## config.mk

```make
export PLATFORM = sky130hd
export DESIGN_NAME = jtag_master
export DESIGN_NICKNAME = d
export VERILOG_FILES = /design/src/hw/jtag_pkg.sv /design/src/hw/tck_gen.sv /design/src/hw/tap_state_tracker.sv /design/src/hw/tap_sequencer.sv /design/src/hw/scan_shifter.sv /design/src/hw/jtag_master.sv
export SDC_FILE = /design/constraint.sdc
export NUM_CORES = 1
export LEC_CHECK = 0
export ABC_AREA = 1
export BUFFER_PORTS_ARGS = -buffer_cell sky130_fd_sc_hd__buf_2
export CORE_MARGIN = 1
export CORE_UTILIZATION = 60
export DETAILED_ROUTE_END_ITERATION = 6
export GPL_ROUTABILITY_DRIVEN = 0
export PLACE_DENSITY = 0.89
export SLEW_MARGIN = 20
export SYNTH_ARGS = -nofsm -noshare
export SYNTH_HDL_FRONTEND = slang
export SYNTH_SLANG_ARGS = --single-unit
```

## constraint.sdc

```tcl
create_clock -name tck_1 -period 16.75 [get_ports tck_1]
set_clock_uncertainty 0.1 [all_clocks]
set_input_delay 5.025 -clock tck_1 [delete_from_list [all_inputs] [get_ports tck_1]]
set_output_delay 5.025 -clock tck_1 [all_outputs]
set_load 0.01 [all_outputs]
```

## src/hw/jtag_pkg.sv

```systemverilog
package jtag_pkg;

	// 1149.1 controller states with the usual 4-bit encodings
	typedef enum logic [3:0] {
		exit2_dr         = 4'h0,
		exit1_dr         = 4'h1,
		shift_dr         = 4'h2,
		pause_dr         = 4'h3,
		select_ir_scan   = 4'h4,
		update_dr        = 4'h5,
		capture_dr       = 4'h6,
		select_dr_scan   = 4'h7,
		exit2_ir         = 4'h8,
		exit1_ir         = 4'h9,
		shift_ir         = 4'hA,
		pause_ir         = 4'hB,
		run_test_idle    = 4'hC,
		update_ir        = 4'hD,
		capture_ir       = 4'hE,
		test_logic_reset = 4'hF
	} tap_state_t;

	// low-level commands of the master
	typedef enum logic [1:0] {
		cmd_bus_reset = 2'd0,
		cmd_scan_ir   = 2'd1,
		cmd_scan_dr   = 2'd2
	} jtag_cmd_t;

	localparam int SCAN_W = 32;    // drive, expect, mask and capture width

	// tap clocks with trst low and tms high during bus reset
	localparam int RESET_TCKS = 5;

endpackage

```

## src/hw/tck_gen.sv

```systemverilog
`timescale 1ns/1ps

module tck_gen #(
	parameter int TCK_DIV = 2    // tck_1 cycles per half tap clock
) (
	input  logic tck_1,
	input  logic reset,
	input  logic run,
	output logic tap_tck,
	output logic tck_rise,
	output logic tck_fall
);

	localparam int CNT_W = (TCK_DIV > 1) ? $clog2(TCK_DIV) : 1;

	logic [CNT_W-1:0] cnt;
	logic             term;

	assign term = (cnt == CNT_W'(TCK_DIV - 1));

	// strobes lead the edge of tap_tck by one tck_1 cycle
	assign tck_rise = run & ~tap_tck & term;
	assign tck_fall = run & tap_tck & term;

	always_ff @(posedge tck_1) begin
		if (!reset) begin
			cnt     <= '0;
			tap_tck <= 1'b0;
		end else if (!run) begin
			cnt     <= '0;
			tap_tck <= 1'b0;    // park low, cut a pending high phase short
		end else if (term) begin
			cnt     <= '0;
			tap_tck <= ~tap_tck;
		end else begin
			cnt <= cnt + 1'b1;
		end
	end

endmodule

```

## src/hw/tap_state_tracker.sv

```systemverilog
`timescale 1ns/1ps

module tap_state_tracker (
	input  logic                 tck_1,
	input  logic                 reset,
	input  logic                 tck_rise,
	input  logic                 tms,
	output jtag_pkg::tap_state_t state
);

	////////////////////////////////////////////////////////////////////////////
	// 1149.1 state graph, one step per tap clock rise
	////////////////////////////////////////////////////////////////////////////

	always_ff @(posedge tck_1) begin
		if (!reset) begin
			state <= jtag_pkg::test_logic_reset;
		end else if (tck_rise) begin
			case (state)
				jtag_pkg::test_logic_reset:
					state <= tms ? jtag_pkg::test_logic_reset : jtag_pkg::run_test_idle;
				jtag_pkg::run_test_idle:
					state <= tms ? jtag_pkg::select_dr_scan : jtag_pkg::run_test_idle;
				jtag_pkg::select_dr_scan:
					state <= tms ? jtag_pkg::select_ir_scan : jtag_pkg::capture_dr;
				jtag_pkg::select_ir_scan:
					state <= tms ? jtag_pkg::test_logic_reset : jtag_pkg::capture_ir;

				// dr column
				jtag_pkg::capture_dr: state <= tms ? jtag_pkg::exit1_dr : jtag_pkg::shift_dr;
				jtag_pkg::shift_dr:   state <= tms ? jtag_pkg::exit1_dr : jtag_pkg::shift_dr;
				jtag_pkg::exit1_dr:   state <= tms ? jtag_pkg::update_dr : jtag_pkg::pause_dr;
				jtag_pkg::pause_dr:   state <= tms ? jtag_pkg::exit2_dr : jtag_pkg::pause_dr;
				jtag_pkg::exit2_dr:   state <= tms ? jtag_pkg::update_dr : jtag_pkg::shift_dr;
				jtag_pkg::update_dr:
					state <= tms ? jtag_pkg::select_dr_scan : jtag_pkg::run_test_idle;

				// ir column
				jtag_pkg::capture_ir: state <= tms ? jtag_pkg::exit1_ir : jtag_pkg::shift_ir;
				jtag_pkg::shift_ir:   state <= tms ? jtag_pkg::exit1_ir : jtag_pkg::shift_ir;
				jtag_pkg::exit1_ir:   state <= tms ? jtag_pkg::update_ir : jtag_pkg::pause_ir;
				jtag_pkg::pause_ir:   state <= tms ? jtag_pkg::exit2_ir : jtag_pkg::pause_ir;
				jtag_pkg::exit2_ir:   state <= tms ? jtag_pkg::update_ir : jtag_pkg::shift_ir;
				jtag_pkg::update_ir:
					state <= tms ? jtag_pkg::select_dr_scan : jtag_pkg::run_test_idle;

				default: state <= jtag_pkg::test_logic_reset;
			endcase
		end
	end

endmodule

```

## src/hw/tap_sequencer.sv

```systemverilog
`timescale 1ns/1ps

module tap_sequencer (
	input  logic                 tck_1,
	input  logic                 reset,
	input  logic                 cmd_start,
	input  jtag_pkg::jtag_cmd_t  cmd,
	input  logic [5:0]           scan_len,
	input  logic                 tck_fall,
	input  jtag_pkg::tap_state_t state,
	output logic                 run,
	output logic                 tms,
	output logic                 trst_n,
	output logic                 shift_en,
	output logic                 start_load,
	output logic                 busy,
	output logic                 done
);

	typedef enum logic [1:0] {
		seq_idle,
		seq_reset,
		seq_scan
	} seq_state_t;

	seq_state_t          seq;
	jtag_pkg::jtag_cmd_t cmd_q;
	logic [5:0]          len_q;
	logic [5:0]          cnt;      // reset clocks or shift bits so far
	logic                fin;      // last transition toward idle issued
	logic                in_shift;
	logic                last_bit;

	// tms for the next rise, seen from the tracked state
	function automatic logic scan_tms(jtag_pkg::tap_state_t s, logic ir, logic last);
		case (s)
			jtag_pkg::test_logic_reset:            return 1'b0;
			jtag_pkg::run_test_idle:               return 1'b1;
			jtag_pkg::select_dr_scan:              return ir;    // on to select-ir
			jtag_pkg::select_ir_scan:              return 1'b0;
			jtag_pkg::capture_dr, jtag_pkg::capture_ir: return 1'b0;
			jtag_pkg::shift_dr, jtag_pkg::shift_ir:     return last;
			jtag_pkg::update_dr, jtag_pkg::update_ir:   return 1'b0;
			default:                               return 1'b1; // exit and pause
		endcase
	endfunction

	assign in_shift   = (state == jtag_pkg::shift_ir) || (state == jtag_pkg::shift_dr);
	assign last_bit   = (cnt == len_q - 6'd1);
	assign shift_en   = (seq == seq_scan) && in_shift;
	assign start_load = cmd_start & ~busy;

	////////////////////////////////////////////////////////////////////////////
	// command fsm
	////////////////////////////////////////////////////////////////////////////

	always_ff @(posedge tck_1) begin
		if (!reset) begin
			seq    <= seq_idle;
			busy   <= 1'b0;
			done   <= 1'b0;
			run    <= 1'b0;
			tms    <= 1'b1;
			trst_n <= 1'b1;
			fin    <= 1'b0;
			cnt    <= '0;
		end else begin
			done <= 1'b0;
			if (seq != seq_idle && fin && state == jtag_pkg::run_test_idle) begin
				seq  <= seq_idle;    // back in run-test/idle
				busy <= 1'b0;
				run  <= 1'b0;
				done <= 1'b1;
			end else begin
				case (seq)
					seq_idle: begin
						if (start_load) begin
							busy  <= 1'b1;
							run   <= 1'b1;
							cmd_q <= cmd;
							len_q <= scan_len;
							cnt   <= '0;
							fin   <= 1'b0;
							if (cmd == jtag_pkg::cmd_bus_reset) begin
								seq    <= seq_reset;
								trst_n <= 1'b0;
								tms    <= 1'b1;
							end else begin
								seq <= seq_scan;
								tms <= scan_tms(state, cmd == jtag_pkg::cmd_scan_ir, 1'b0);
							end
						end
					end
					seq_reset: begin
						if (tck_fall) begin
							if (cnt == 6'(jtag_pkg::RESET_TCKS - 1)) begin
								trst_n <= 1'b1;
								tms    <= 1'b0;    // one clock into run-test/idle
								fin    <= 1'b1;
							end
							cnt <= cnt + 6'd1;
						end
					end
					seq_scan: begin
						if (tck_fall) begin
							tms <= scan_tms(state, cmd_q == jtag_pkg::cmd_scan_ir, last_bit);
							if (in_shift)
								cnt <= cnt + 6'd1;
							if (state == jtag_pkg::update_ir || state == jtag_pkg::update_dr)
								fin <= 1'b1;
						end
					end
					default: seq <= seq_idle;
				endcase
			end
		end
	end

endmodule

```

## src/hw/scan_shifter.sv

```systemverilog
`timescale 1ns/1ps

module scan_shifter (
	input  logic                       tck_1,
	input  logic                       reset,
	input  logic                       start_load,
	input  logic                       tck_rise,
	input  logic                       tck_fall,
	input  logic                       shift_en,
	input  logic                       tdi,
	input  logic [jtag_pkg::SCAN_W-1:0] drv_word,
	input  logic [jtag_pkg::SCAN_W-1:0] exp_word,
	input  logic [jtag_pkg::SCAN_W-1:0] mask_word,
	output logic                       tdo,
	output logic                       fail,
	output logic [jtag_pkg::SCAN_W-1:0] capture_word
);

	localparam logic [5:0] FULL_W = 6'(jtag_pkg::SCAN_W);

	logic [jtag_pkg::SCAN_W-1:0] drv_sr;
	logic [jtag_pkg::SCAN_W-1:0] exp_sr;
	logic [jtag_pkg::SCAN_W-1:0] mask_sr;
	logic [jtag_pkg::SCAN_W-1:0] cap_sr;
	logic [5:0]                  nbits;    // bits sampled so far

	// tdi enters at the top so the first bit lands at bit 0
	assign capture_word = cap_sr >> (FULL_W - nbits);

	always_ff @(posedge tck_1) begin
		if (!reset) begin
			tdo   <= 1'b0;
			fail  <= 1'b0;
			nbits <= '0;
		end else if (start_load) begin
			drv_sr  <= drv_word;
			exp_sr  <= exp_word;
			mask_sr <= mask_word;
			cap_sr  <= '0;
			nbits   <= '0;
			fail    <= 1'b0;
		end else if (shift_en) begin
			if (tck_fall) begin
				tdo    <= drv_sr[0];    // lsb first
				drv_sr <= drv_sr >> 1;
			end
			if (tck_rise) begin
				cap_sr  <= {tdi, cap_sr[jtag_pkg::SCAN_W-1:1]};
				fail    <= fail | (mask_sr[0] & (exp_sr[0] ^ tdi));    // sticky
				exp_sr  <= exp_sr >> 1;
				mask_sr <= mask_sr >> 1;
				nbits   <= nbits + 6'd1;
			end
		end
	end

endmodule

```

## src/hw/jtag_master.sv

```systemverilog
`timescale 1ns/1ps

module jtag_master #(
	parameter int TCK_DIV = 2
) (
	input  logic                        tck_1,
	input  logic                        reset,
	input  logic                        cmd_start,
	input  jtag_pkg::jtag_cmd_t         cmd,
	input  logic [5:0]                  scan_len,
	input  logic [jtag_pkg::SCAN_W-1:0] drv_word,
	input  logic [jtag_pkg::SCAN_W-1:0] exp_word,
	input  logic [jtag_pkg::SCAN_W-1:0] mask_word,
	input  logic                        tap_tdi,
	output logic                        tap_tck,
	output logic                        tap_tms,
	output logic                        tap_tdo,
	output logic                        tap_trst_n,
	output logic                        busy,
	output logic                        done,
	output logic                        fail,
	output logic [jtag_pkg::SCAN_W-1:0] capture_word,
	output jtag_pkg::tap_state_t        tap_state
);

	logic run;
	logic tck_rise;
	logic tck_fall;
	logic shift_en;
	logic start_load;

	////////////////////////////////////////////////////////////////////////////
	// clock, tap view, command control and data path
	////////////////////////////////////////////////////////////////////////////

	tck_gen #(.TCK_DIV(TCK_DIV)) i_tck_gen (
		.tck_1   (tck_1),
		.reset   (reset),
		.run     (run),
		.tap_tck (tap_tck),
		.tck_rise(tck_rise),
		.tck_fall(tck_fall)
	);

	tap_state_tracker i_tracker (
		.tck_1   (tck_1),
		.reset   (reset),
		.tck_rise(tck_rise),
		.tms     (tap_tms),
		.state   (tap_state)
	);

	tap_sequencer i_sequencer (
		.tck_1     (tck_1),
		.reset     (reset),
		.cmd_start (cmd_start),
		.cmd       (cmd),
		.scan_len  (scan_len),
		.tck_fall  (tck_fall),
		.state     (tap_state),
		.run       (run),
		.tms       (tap_tms),
		.trst_n    (tap_trst_n),
		.shift_en  (shift_en),
		.start_load(start_load),
		.busy      (busy),
		.done      (done)
	);

	scan_shifter i_shifter (
		.tck_1       (tck_1),
		.reset       (reset),
		.start_load  (start_load),
		.tck_rise    (tck_rise),
		.tck_fall    (tck_fall),
		.shift_en    (shift_en),
		.tdi         (tap_tdi),
		.drv_word    (drv_word),
		.exp_word    (exp_word),
		.mask_word   (mask_word),
		.tdo         (tap_tdo),
		.fail        (fail),
		.capture_word(capture_word)
	);

endmodule

```

==> impl_metrics.csv, run 1 <==
group,metric,value,unit
status,status,"complete, but fails checks",
status,failed_checks,"design-rule violations",
clock_network,clk_path_buf_depth,2,
timing,setup_violations,0,
grt,grt_pass1_vias,7137,
grt,grt_overflow,0,
logic_synthesis,synth_top_area_cell,"edfxtp_1",
grt,grt_pass1_wl,33000,µm
placed_design,placedCellCount,1440,
final_layout,fin_util,0.716,
placed_design,dp_hpwl,13200,µm
logic_synthesis,avgSynthCellArea,7.81,µm²
logic_synthesis,synth_area_leaders,"edfxtp_1 (45%), nand2_1 (22%), dfxtp_1 (6.0%)",
power,p_per_area,95.3,nW/µm²
final_layout,syn_to_final_growth,15.7,%
grt,track_usage,0.261,
worst_hold_path,hold_class,"flop to flop",
worst_setup_path,critPathMaxFanout,41,
worst_setup_path,crit_required,11.62,ns
logic_synthesis,synth_seq_area_share,0.512,
detailed_routing,ant_nets,0,
worst_setup_path,start_kind,"flop",
clock_network,cts_tree,"done",
logic_synthesis,synthFlopType,"edfxtp_1",
clock_network,cts.clk_slew.worst_paths,0.07,ns
detailed_routing,first_pass_iters,7,
die,fp.dieH,125,µm
grt,antenna_found_initial,1,
timing,grt_setup_unrepaired,"false",
detailed_routing,route.detailed.drc,1,
timing,post-route-period-util,0.502,
logic_synthesis,synth_common_cells,"nand2_1 (524), edfxtp_1 (136), nor2_1 (88)",
logic_synthesis,synth-edff-count,136,
die,core_area,14600,µm²
worst_setup_path,endpoint_kind,"output pin",
logic_synthesis,syn-cell-area,9020,µm²
power,irDropWorstVdd,74.5,µV
detailed_routing,routed_wirelength,19800,µm
logic_synthesis,synth.most_common_cell,"nand2_1",
logic_synthesis,ys_ff_latch,163,
final_layout,num-fill-cells,1118,
power,report.power.total,0.995,mW
clock_network,post_cts_buffers,0,
timing,hold_viol_final,0,
logic_synthesis,syn-num-nets,1272,
final_layout,antennaDiodeCount,0,
final_layout,layout.nets,1393,
die,initial_core_util,0.619,
timing,timing.fmax,119,MHz
die,ioPinCount,151,
timing,setup-tns-final,0,ns
timing,worst_pin_slew,0.987,ns
clock_network,clk-insertion-delay-late,0.42,ns
placed_design,portBuffers,150,
detailed_routing,vias,7793,
timing,relSlewSlack,0.339,
clock_network,cts_resized,0,
clock_network,cts.sinks,163,
final_layout,drive_gt1_frac,0.168,
power,p_leak,4.94,nW
final_layout,regArea,4620,µm²
timing,drv_slew,0,
final_layout,multi_input_area,3820,µm²
die,fp-row-count,44,
logic_synthesis,synth_top_cell_area_share,0.453,
flow_run,drv_cap,0,
timing,period_needed,8.42,ns
die,die_w,125,µm
detailed_routing,drt_iter0_markers,814,
logic_synthesis,yosysWarnings,0,
clock_network,cts-root-buf,"clkbuf_16",
final_layout,final_cells,1472,
timing,hold_ws,0.374,ns
clock_network,numCtsBuffers,17,
clock_network,htree_num_levels,4,
detailed_routing,viasPerCell,5.29,
worst_setup_path,arrival,3.29,ns
logic_synthesis,synth_cell_types,43,
clock_network,cts_hold_buf,0,
logic_synthesis,synth_cells,1155,
worst_setup_path,worstSetupPathType,"flop to output pin",
detailed_routing,wl_per_cell,13.4,µm
grt,grt_max_degree,97,
logic_synthesis,async_reset_ff_frac,0,
die,dieArea,15500,µm²
==> cells in the final DEF (no fill, tap or decap), drive strengths merged <==
master  instances
a21oi          20
a31oi           1
buf           156
bufinv          3
clkbuf         17
clkinv         10
dfxtp          27
edfxtp        136
ha              9
inv            90
mux2i           6
nand2         527
nand3          89
nand3b          1
nand4           6
nor2           92
nor3           15
nor3b           2
o211ai         11
o21ai          52
o22ai           1
o31ai           1
o32ai           1
or2             5
xnor2           4
xor2            6
==> final cells by class <==
type                            instances  area share
Tap cell                              184      0.0220
Clock inverter                         14      0.0174
Timing Repair Buffer                  156      0.0785
Clock buffer                           17      0.0407
Multi-Input combinational cell        849       0.366
Inverter                               89      0.0324
Sequential cell                       163       0.443
==> per-stage QoR <==
step           worst slack, ns  instance area, µm²
2_1_floorplan             5.92                9020
3_3_place_gp              8.91                9800
3_5_place_dp              8.84                9810
4_1_cts                   8.38               10400
5_1_grt                   8.08               10400
6_report                  8.33               10400
==> flip-flops by register name (all words and copies together) (netlist names) <==
register,count
i_sequencer.cnt,6
i_tck_gen.cnt,1
i_sequencer.trst_n,1
i_shifter.cap_sr,32
i_sequencer.tms,1
i_sequencer.run,1
i_shifter.fail,1
i_shifter.nbits,6
i_sequencer.done,1
i_sequencer.cmd_q,2
i_shifter.tdo,1
i_shifter.exp_sr,32
i_sequencer.len_q,6
i_shifter.drv_sr,32
i_tracker.state,4
i_sequencer.fin,1
i_sequencer.seq,2
i_tck_gen.tap_tck,1
i_shifter.mask_sr,32
==> report_power, final <==
part / switching (mW) / internal (mW) / total [mW]
clock network: 0.164 / 0.236 / 0.401
registers: 0.00961 / 0.470 / 0.480
logic: 0.0761 / 0.0384 / 0.114
==> cells by family after synthesis <==
| kind of cell | Yosys count | synth area share |
|---|---|---|
| AND/OR/NAND/NOR | 737 | 0.335 |
| flip-flops | 163 | 0.512 |
| buffers and inverters | 143 | 0.0670 |
| AO/OA/AOI/OAI | 87 | 0.0523 |
| XOR/XNOR | 10 | 0.0147 |
| adder cells (fa/ha/maj) | 9 | 0.0125 |
| multiplexers | 6 | 0.00665 |
==> path summary, 6_finish.rpt <==
check,depth (start not counted),startpoint,endpoint,slack [ns]
setup / recovery,9,i_shifter.nbits[0]$_SDFFE_PP0P_,capture_word[3],8.33
hold / removal,1,i_tck_gen.cnt$_SDFF_PP0_,i_tck_gen.cnt$_SDFF_PP0_,0.37
setup reg to reg,7,i_tracker.state[1]$_SDFFE_PN1P_,i_shifter.exp_sr[1]$_DFFE_PP_,14.27
hold reg to reg,1,i_tck_gen.cnt$_SDFF_PP0_,i_tck_gen.cnt$_SDFF_PP0_,0.37
==> per-layer routing <==
layer | vias to the layer above | GRT usage | part of all wire
li1 | 3959 | - | -
met1 | 3453 | 0.357 | 0.44
met2 | 341 | 0.409 | 0.46
met3 | 38 | 0.0588 | 0.078
met4 | 2 | 0.0943 | 0.020
met5 | - | 0 | 0.00066
==> worst max-delay path: stages (launching register included) <==
cell      delay [ns]
dfxtp_1         0.36
clkinv_2        0.12
ha_1            0.27
xnor2_2         0.77
inv_2           0.51
o21ai_1         0.44
nand2_1         0.12
nand3_1         0.09
nand2_1         0.06
buf_2           0.13
No activity file was read; power rests on OpenSTA's default activity.
==> run 2, diff against run 1 <==
ABC_AREA = 0   (was 1)
CORE_UTILIZATION = 57   (was 60)
PLACE_DENSITY = 0.86   (was 0.89)
clock period = 8 ns   (was 16.75 ns; I/O delays follow)
==> run 2 against run 1 <==
- the run still ends with design-rule violations left
- sequential share of layout area grew 0.76 points
- cell area is 1.7% lower
- combinational power is 140% higher
- register-to-register slack got worse by 9.3 ns
- cell count is 19% lower
- sequential cell count unchanged
- sequential power grew 110%
- power up 110%
- critical path type unchanged
- critical endpoint is now capture_word[2]
- highest routed layer is now met4
==> impl_metrics.csv, run 2 <==
group,metric,value,unit
status,status,"complete, but fails checks",
status,failed_checks,"design-rule violations",
power,power_switching_share,0.257,
final_layout,layout.nets,1110,
power,irDropWorstVdd,158,µV
timing,worst_pin_slew,0.953,ns
power,p_per_area,206,nW/µm²
logic_synthesis,synth_top_area_cell,"edfxtp_1",
timing,grt_setup_unrepaired,"false",
clock_network,post_cts_buffers,0,
placed_design,portBuffers,150,
timing,relSlewSlack,0.364,
clock_network,htree_num_levels,4,
worst_setup_path,critPathSlowestCell,"xor2_4",
detailed_routing,vias,6665,
logic_synthesis,synth_seq_area_share,0.523,
final_layout,layout_commonest_cell,"nand2_1",
timing,setup-tns-final,0,ns
placed_design,placedCellCount,1162,
logic_synthesis,synth_cell_types,67,
final_layout,final_cell_mix,"nand2_1 (323), buf_2 (150), edfxtp_1 (136)",
worst_setup_path,critPathMaxFanout,38,
clock_network,cts_resized,0,
logic_synthesis,async_reset_ff_frac,0,
final_layout,antennaDiodeCount,0,
die,initial_core_util,0.584,
logic_synthesis,synth-edff-count,136,
clock_network,cts.clk_slew.worst_paths,0.07,ns
die,fp-row-count,45,
logic_synthesis,syn-num-nets,984,
timing,post-route-period-util,0.710,
power,p_clk_frac,0.381,
die,dieArea,16000,µm²
power,p_comb_frac,0.131,
worst_hold_path,hold_class,"flop to flop",
logic_synthesis,synth_cells,867,
grt,grt_pass1_wl,30800,µm
grt,grt_pass1_vias,6379,
timing,period_needed,5.68,ns
power,seq_power_share,0.488,
power,p_leak,4.46,nW
final_layout,multi_input_area,3960,µm²
worst_setup_path,worstSetupPathType,"flop to output pin",
timing,timing.fmax,176,MHz
grt,track_usage,0.244,
detailed_routing,ant_nets,0,
grt,antenna_found_initial,0,
logic_synthesis,syn-cell-area,8840,µm²
worst_setup_path,endpoint_kind,"output pin",
timing,hold_viol_final,0,
logic_synthesis,yosysWarnings,0,
final_layout,final_cells,1194,
timing,setup_violations,0,
die,fp.dieH,127,µm
logic_synthesis,synth_top_cell_area_share,0.462,
logic_synthesis,synth_area_leaders,"edfxtp_1 (46%), nand2_1 (14%), mux4_2 (6.6%)",
detailed_routing,routed_wirelength,18700,µm
detailed_routing,drt_iter0_markers,618,
power,internal_power,1.57,mW
timing,drv_slew,0,
detailed_routing,first_pass_iters,7,
die,die_w,127,µm
logic_synthesis,avgSynthCellArea,10.2,µm²
worst_setup_path,slowest_delay,0.69,ns
worst_setup_path,arrival,3.18,ns
worst_setup_path,crit_required,5.50,ns
detailed_routing,route.detailed.drc,2,
grt,grt_max_degree,124,
final_layout,regArea,4630,µm²
logic_synthesis,synth.most_common_cell,"nand2_1",
detailed_routing,viasPerCell,5.58,
placed_design,dp_hpwl,12400,µm
final_layout,drive_gt1_frac,0.245,
worst_setup_path,path_cells,"buf_4, nor3_4, xor2_4, mux2_2, a2111oi_1, buf_2",
power,p_sw,0.543,mW
worst_setup_path,start_kind,"flop",
clock_network,cts.sinks,163,
clock_network,cts-root-buf,"clkbuf_16",
logic_synthesis,synth_common_cells,"nand2_1 (323), edfxtp_1 (136), and2_1 (39), nor2_1 (39), clkbuf_1 (36)",
final_layout,num-fill-cells,1142,
clock_network,cts_hold_buf,0,
flow_run,drv_cap,0,
clock_network,cts_tree,"done",
clock_network,clk_path_buf_depth,2,
clock_network,clk-insertion-delay-late,0.43,ns
die,ioPinCount,151,
logic_synthesis,ys_ff_latch,163,
grt,grt_overflow,0,
detailed_routing,wl_per_cell,15.6,µm
logic_synthesis,synthFlopType,"edfxtp_1",
final_layout,syn_to_final_growth,16.1,%
clock_network,numCtsBuffers,17,
die,core_area,15100,µm²
[run 2: power by group through the flow]
stage / clock [mW] / sequential (mW) / combinational (mW)
after global placement: 0 / 1.05 / 0.266
after global routing: 0.854 / 1.04 / 0.312
after detailed placement: 0 / 1.05 / 0.274
after floorplan: 0 / 1.04 / 0.195
final: 0.806 / 1.03 / 0.278
after CTS: 0.818 / 1.03 / 0.278
[run 2: worst max-delay path: cells and delay by family (launching register included)]
family / cells / cell delay (ns)
xor gates and xnor gates: 1 / 0.69
muxes: 1 / 0.43
buffers and inverters: 2 / 0.51
AOI/OAI and AO/OA: 1 / 0.43
and+or+nand+nor: 1 / 0.37
DFF: 1 / 0.32
[run 2: worst paths after layout]
path | cells past startpoint | to | slack, ns | from
setup / recovery | 6 | capture_word[2] | 2.32 | i_shifter.nbits[0]$_SDFFE_PP0P_
hold reg to reg | 1 | i_tck_gen.cnt$_SDFF_PP0_ | 0.40 | i_tck_gen.cnt$_SDFF_PP0_
setup reg to reg | 4 | i_shifter.mask_sr[21]$_DFFE_PP_ | 4.94 | i_sequencer.run$_SDFFE_PP0P_
hold / removal | 1 | i_tck_gen.cnt$_SDFF_PP0_ | 0.40 | i_tck_gen.cnt$_SDFF_PP0_
[run 2: layout make-up]
| cell class | instances | share of cell area |
|---|---|---|
| clock inverters | 14 | 0.0149 |
| repair buffers | 159 | 0.0800 |
| inverters | 11 | 0.00402 |
| well taps | 188 | 0.0229 |
| clock buffers | 18 | 0.0418 |
| flip-flops and latches | 163 | 0.450 |
| multi-input cells | 641 | 0.386 |
[run 2: cells by family after synthesis]
family / synth area share
fa+ha+maj: 0.0127
mux: 0.112
simple gates: 0.237
xor+xnor: 0.0267
flops: 0.523
compound gates: 0.0574
buf+inv: 0.0318
[run 2: through the flow]
stage                     cell area, µm²  hold WS (ns)  worst slack [ns]  utilization  total power, mW
final                              10300         0.396              2.32        0.678             2.12
after global routing               10300         0.428              2.10        0.678             2.21
after CTS                          10300         0.397              2.33        0.678             2.13
after detailed placement            9680         0.378              2.79        0.639             1.33
after global placement              9680         0.363              2.85        0.639             1.31
after floorplan                     8840         0.345              2.18            -             1.24
[run 2: metal layers]
| metal | share of wire | wire length (µm) | GRT usage | up-vias |
|---|---|---|---|---|
| li1 | - | - | - | 3272 |
| met1 | 0.46 | 8510 | 0.332 | 3154 |
| met2 | 0.47 | 8740 | 0.382 | 211 |
| met3 | 0.060 | 1110 | 0.0624 | 28 |
| met4 | 0.016 | 301 | 0.0914 | 0 |
| met5 | 0 | 0 | 0 | - |
==> run 3, diff against run 2 <==
ABC_AREA = 1   (was 0)
clock period = 5.4 ns   (was 8 ns; I/O delays follow)
==> run 3 against run 2 <==
- the flow now finishes without violations
- register-to-register slack got worse by 1.8 ns
- critical path depth increased by 3
- non-clock buffer count unchanged
- via count up 18%
- die area increased by 2.0%
- worst hold slack worse by 0.027 ns
==> impl_metrics.csv, run 3 (same netlist as run 1, synthesis figures left out) <==
group,metric,value,unit
status,status,"finished, final reports clean",
flow_run,drv_cap,0,
worst_setup_path,arrival,2.67,ns
power,seq_power_share,0.493,
timing,period_needed,4.39,ns
clock_network,cts.clk_slew.worst_paths,0.06,ns
power,p_leak,4.94,nW
worst_hold_path,hold_class,"flop to flop",
worst_hold_path,whs_path_depth,2,
grt,use_met1,0.335,
power,internal_power,2.27,mW
timing,setup-tns-final,0,ns
power,irDropWorstVdd,386,µV
final_layout,final_cell_mix,"nand2_1 (524), buf_2 (150), edfxtp_1 (136)",
placed_design,portBuffers,150,
worst_setup_path,endpoint_kind,"output pin",
final_layout,drive_gt1_frac,0.171,
placed_design,dp_hpwl,13500,µm
timing,timing.fmax,228,MHz
final_layout,layout_commonest_cell,"nand2_1",
worst_setup_path,reg2reg_depth,7,
timing,hold_viol_final,0,
grt,antenna_found_initial,2,
final_layout,final_cell_area,10500,µm²
grt,grt_use_met2,0.391,
detailed_routing,vias,7885,
placed_design,postPlaceCellArea,9880,µm²
clock_network,cts-root-buf,"clkbuf_16",
die,initial_core_util,0.589,
detailed_routing,wl_per_cell,12.9,µm
clock_network,clk_path_buf_depth,2,
die,core_area,15300,µm²
grt,grt_pass1_vias,7017,
power,p_sw,0.750,mW
timing,worst_pin_slew,0.727,ns
timing,post-route-period-util,0.813,
worst_setup_path,crit_required,3.68,ns
final_layout,syn_to_final_growth,15.9,%
timing,setup_violations,0,
grt,top_usage_layer,"met2",
die,die_w,128,µm
final_layout,layout.nets,1396,
power,report.power.total,3.02,mW
grt,track_usage,0.247,
clock_network,cts_resized,0,
clock_network,cts.sinks,163,
timing,relSlewSlack,0.515,
clock_network,cts_hold_buf,0,
die,fp.dieH,128,µm
timing,drv_slew,0,
clock_network,post_cts_buffers,0,
power,p_clk_frac,0.390,
die,ioPinCount,151,
detailed_routing,routed_wirelength,19400,µm
clock_network,clk-insertion-delay-late,0.42,ns
detailed_routing,ant_nets,0,
final_layout,fin_util,0.683,
worst_setup_path,start_kind,"flop",
die,fp-row-count,45,
detailed_routing,drt_iter0_markers,698,
timing,grt_setup_unrepaired,"false",
grt,grt_pass1_wl,32300,µm
detailed_routing,first_pass_iters,5,
worst_setup_path,worstSetupPathType,"flop to output pin",
final_layout,num-fill-cells,1249,
clock_network,numCtsBuffers,17,
clock_network,cts_tree,"done",
grt,grt_overflow,0,
grt,grt_max_degree,97,
worst_setup_path,critPathMaxFanout,63,
power,p_comb_frac,0.117,
power,p_per_area,288,nW/µm²
power,power_switching_share,0.249,
detailed_routing,route.detailed.drc,0,
detailed_routing,viasPerCell,5.24,
clock_network,htree_num_levels,4,
die,dieArea,16300,µm²
grt,grt.met3_usage,0.0601,
run 3: changes by cell type in the layout (fill, tap and decap cells not counted), sizes merged, moves of 9 or more:
cell	delta
and2	-39
mux4	-28
nand2	+203
and3	-9
o211ai	+10
o21ai	+41
inv	+77
nor2	+53
nand3	+77
xnor2	-9
mux2i	-21
run 3: worst max-delay path: stages, from the launching register on:
cell	delay, ns
dfxtp_1	0.32
buf_4	0.28
o31ai_1	0.37
nand2_1	0.09
buf_4	0.24
inv_2	0.44
nand3_1	0.16
nand3_1	0.15
nand2_1	0.07
buf_2	0.13
run 3: metrics by stage:
stage | worst slack [ns] | hold WS [ns] | cells
after detailed placement | 1.49 | 0.349 | 1471
after floorplan | 0.147 | 0.338 | 1155
final | 1.01 | 0.369 | 1504
after CTS | 1.04 | 0.367 | 1503
after global routing | 0.776 | 0.388 | 1503
after global placement | 1.55 | 0.341 | 1471
run 3: worst paths after layout:
check                                   from                         endpoint  slack (ns)
max          i_shifter.nbits[0]$_SDFFE_PP0P_                  capture_word[5]        1.01
min          i_sequencer.trst_n$_SDFFE_PN1P_  i_sequencer.trst_n$_SDFFE_PN1P_        0.37
max reg2reg     i_sequencer.run$_SDFFE_PP0P_  i_sequencer.cnt[0]$_SDFFE_PN0P_        3.14
min reg2reg  i_sequencer.trst_n$_SDFFE_PN1P_  i_sequencer.trst_n$_SDFFE_PN1P_        0.37
run 3: power groups by stage:
stage	sequential (mW)	clock, mW	combinational [mW]
final	1.49	1.18	0.351
after global routing	1.49	1.24	0.402
after CTS	1.49	1.20	0.351
after detailed placement	1.51	0	0.348
after global placement	1.51	0	0.338
after floorplan	1.51	0	0.237
run 3: metal layers:
layer / part of all wire / vias to the layer above
met2: 0.46 / 324
met5: 0.00052 / -
met3: 0.075 / 29
met1: 0.45 / 3548
met4: 0.015 / 2
li1: - / 3982
run 3: layout make-up:
type	instances	area, µm²	share of cell area
Clock inverter	11	95.1	0.00909
Antenna cell	1	2.50	0.000239
Timing Repair Buffer	159	831	0.0794
Clock buffer	21	483	0.0462
Inverter	89	338	0.0323
Sequential cell	163	4620	0.442
Multi-Input combinational cell	849	3820	0.366
Tap cell	211	264	0.0252
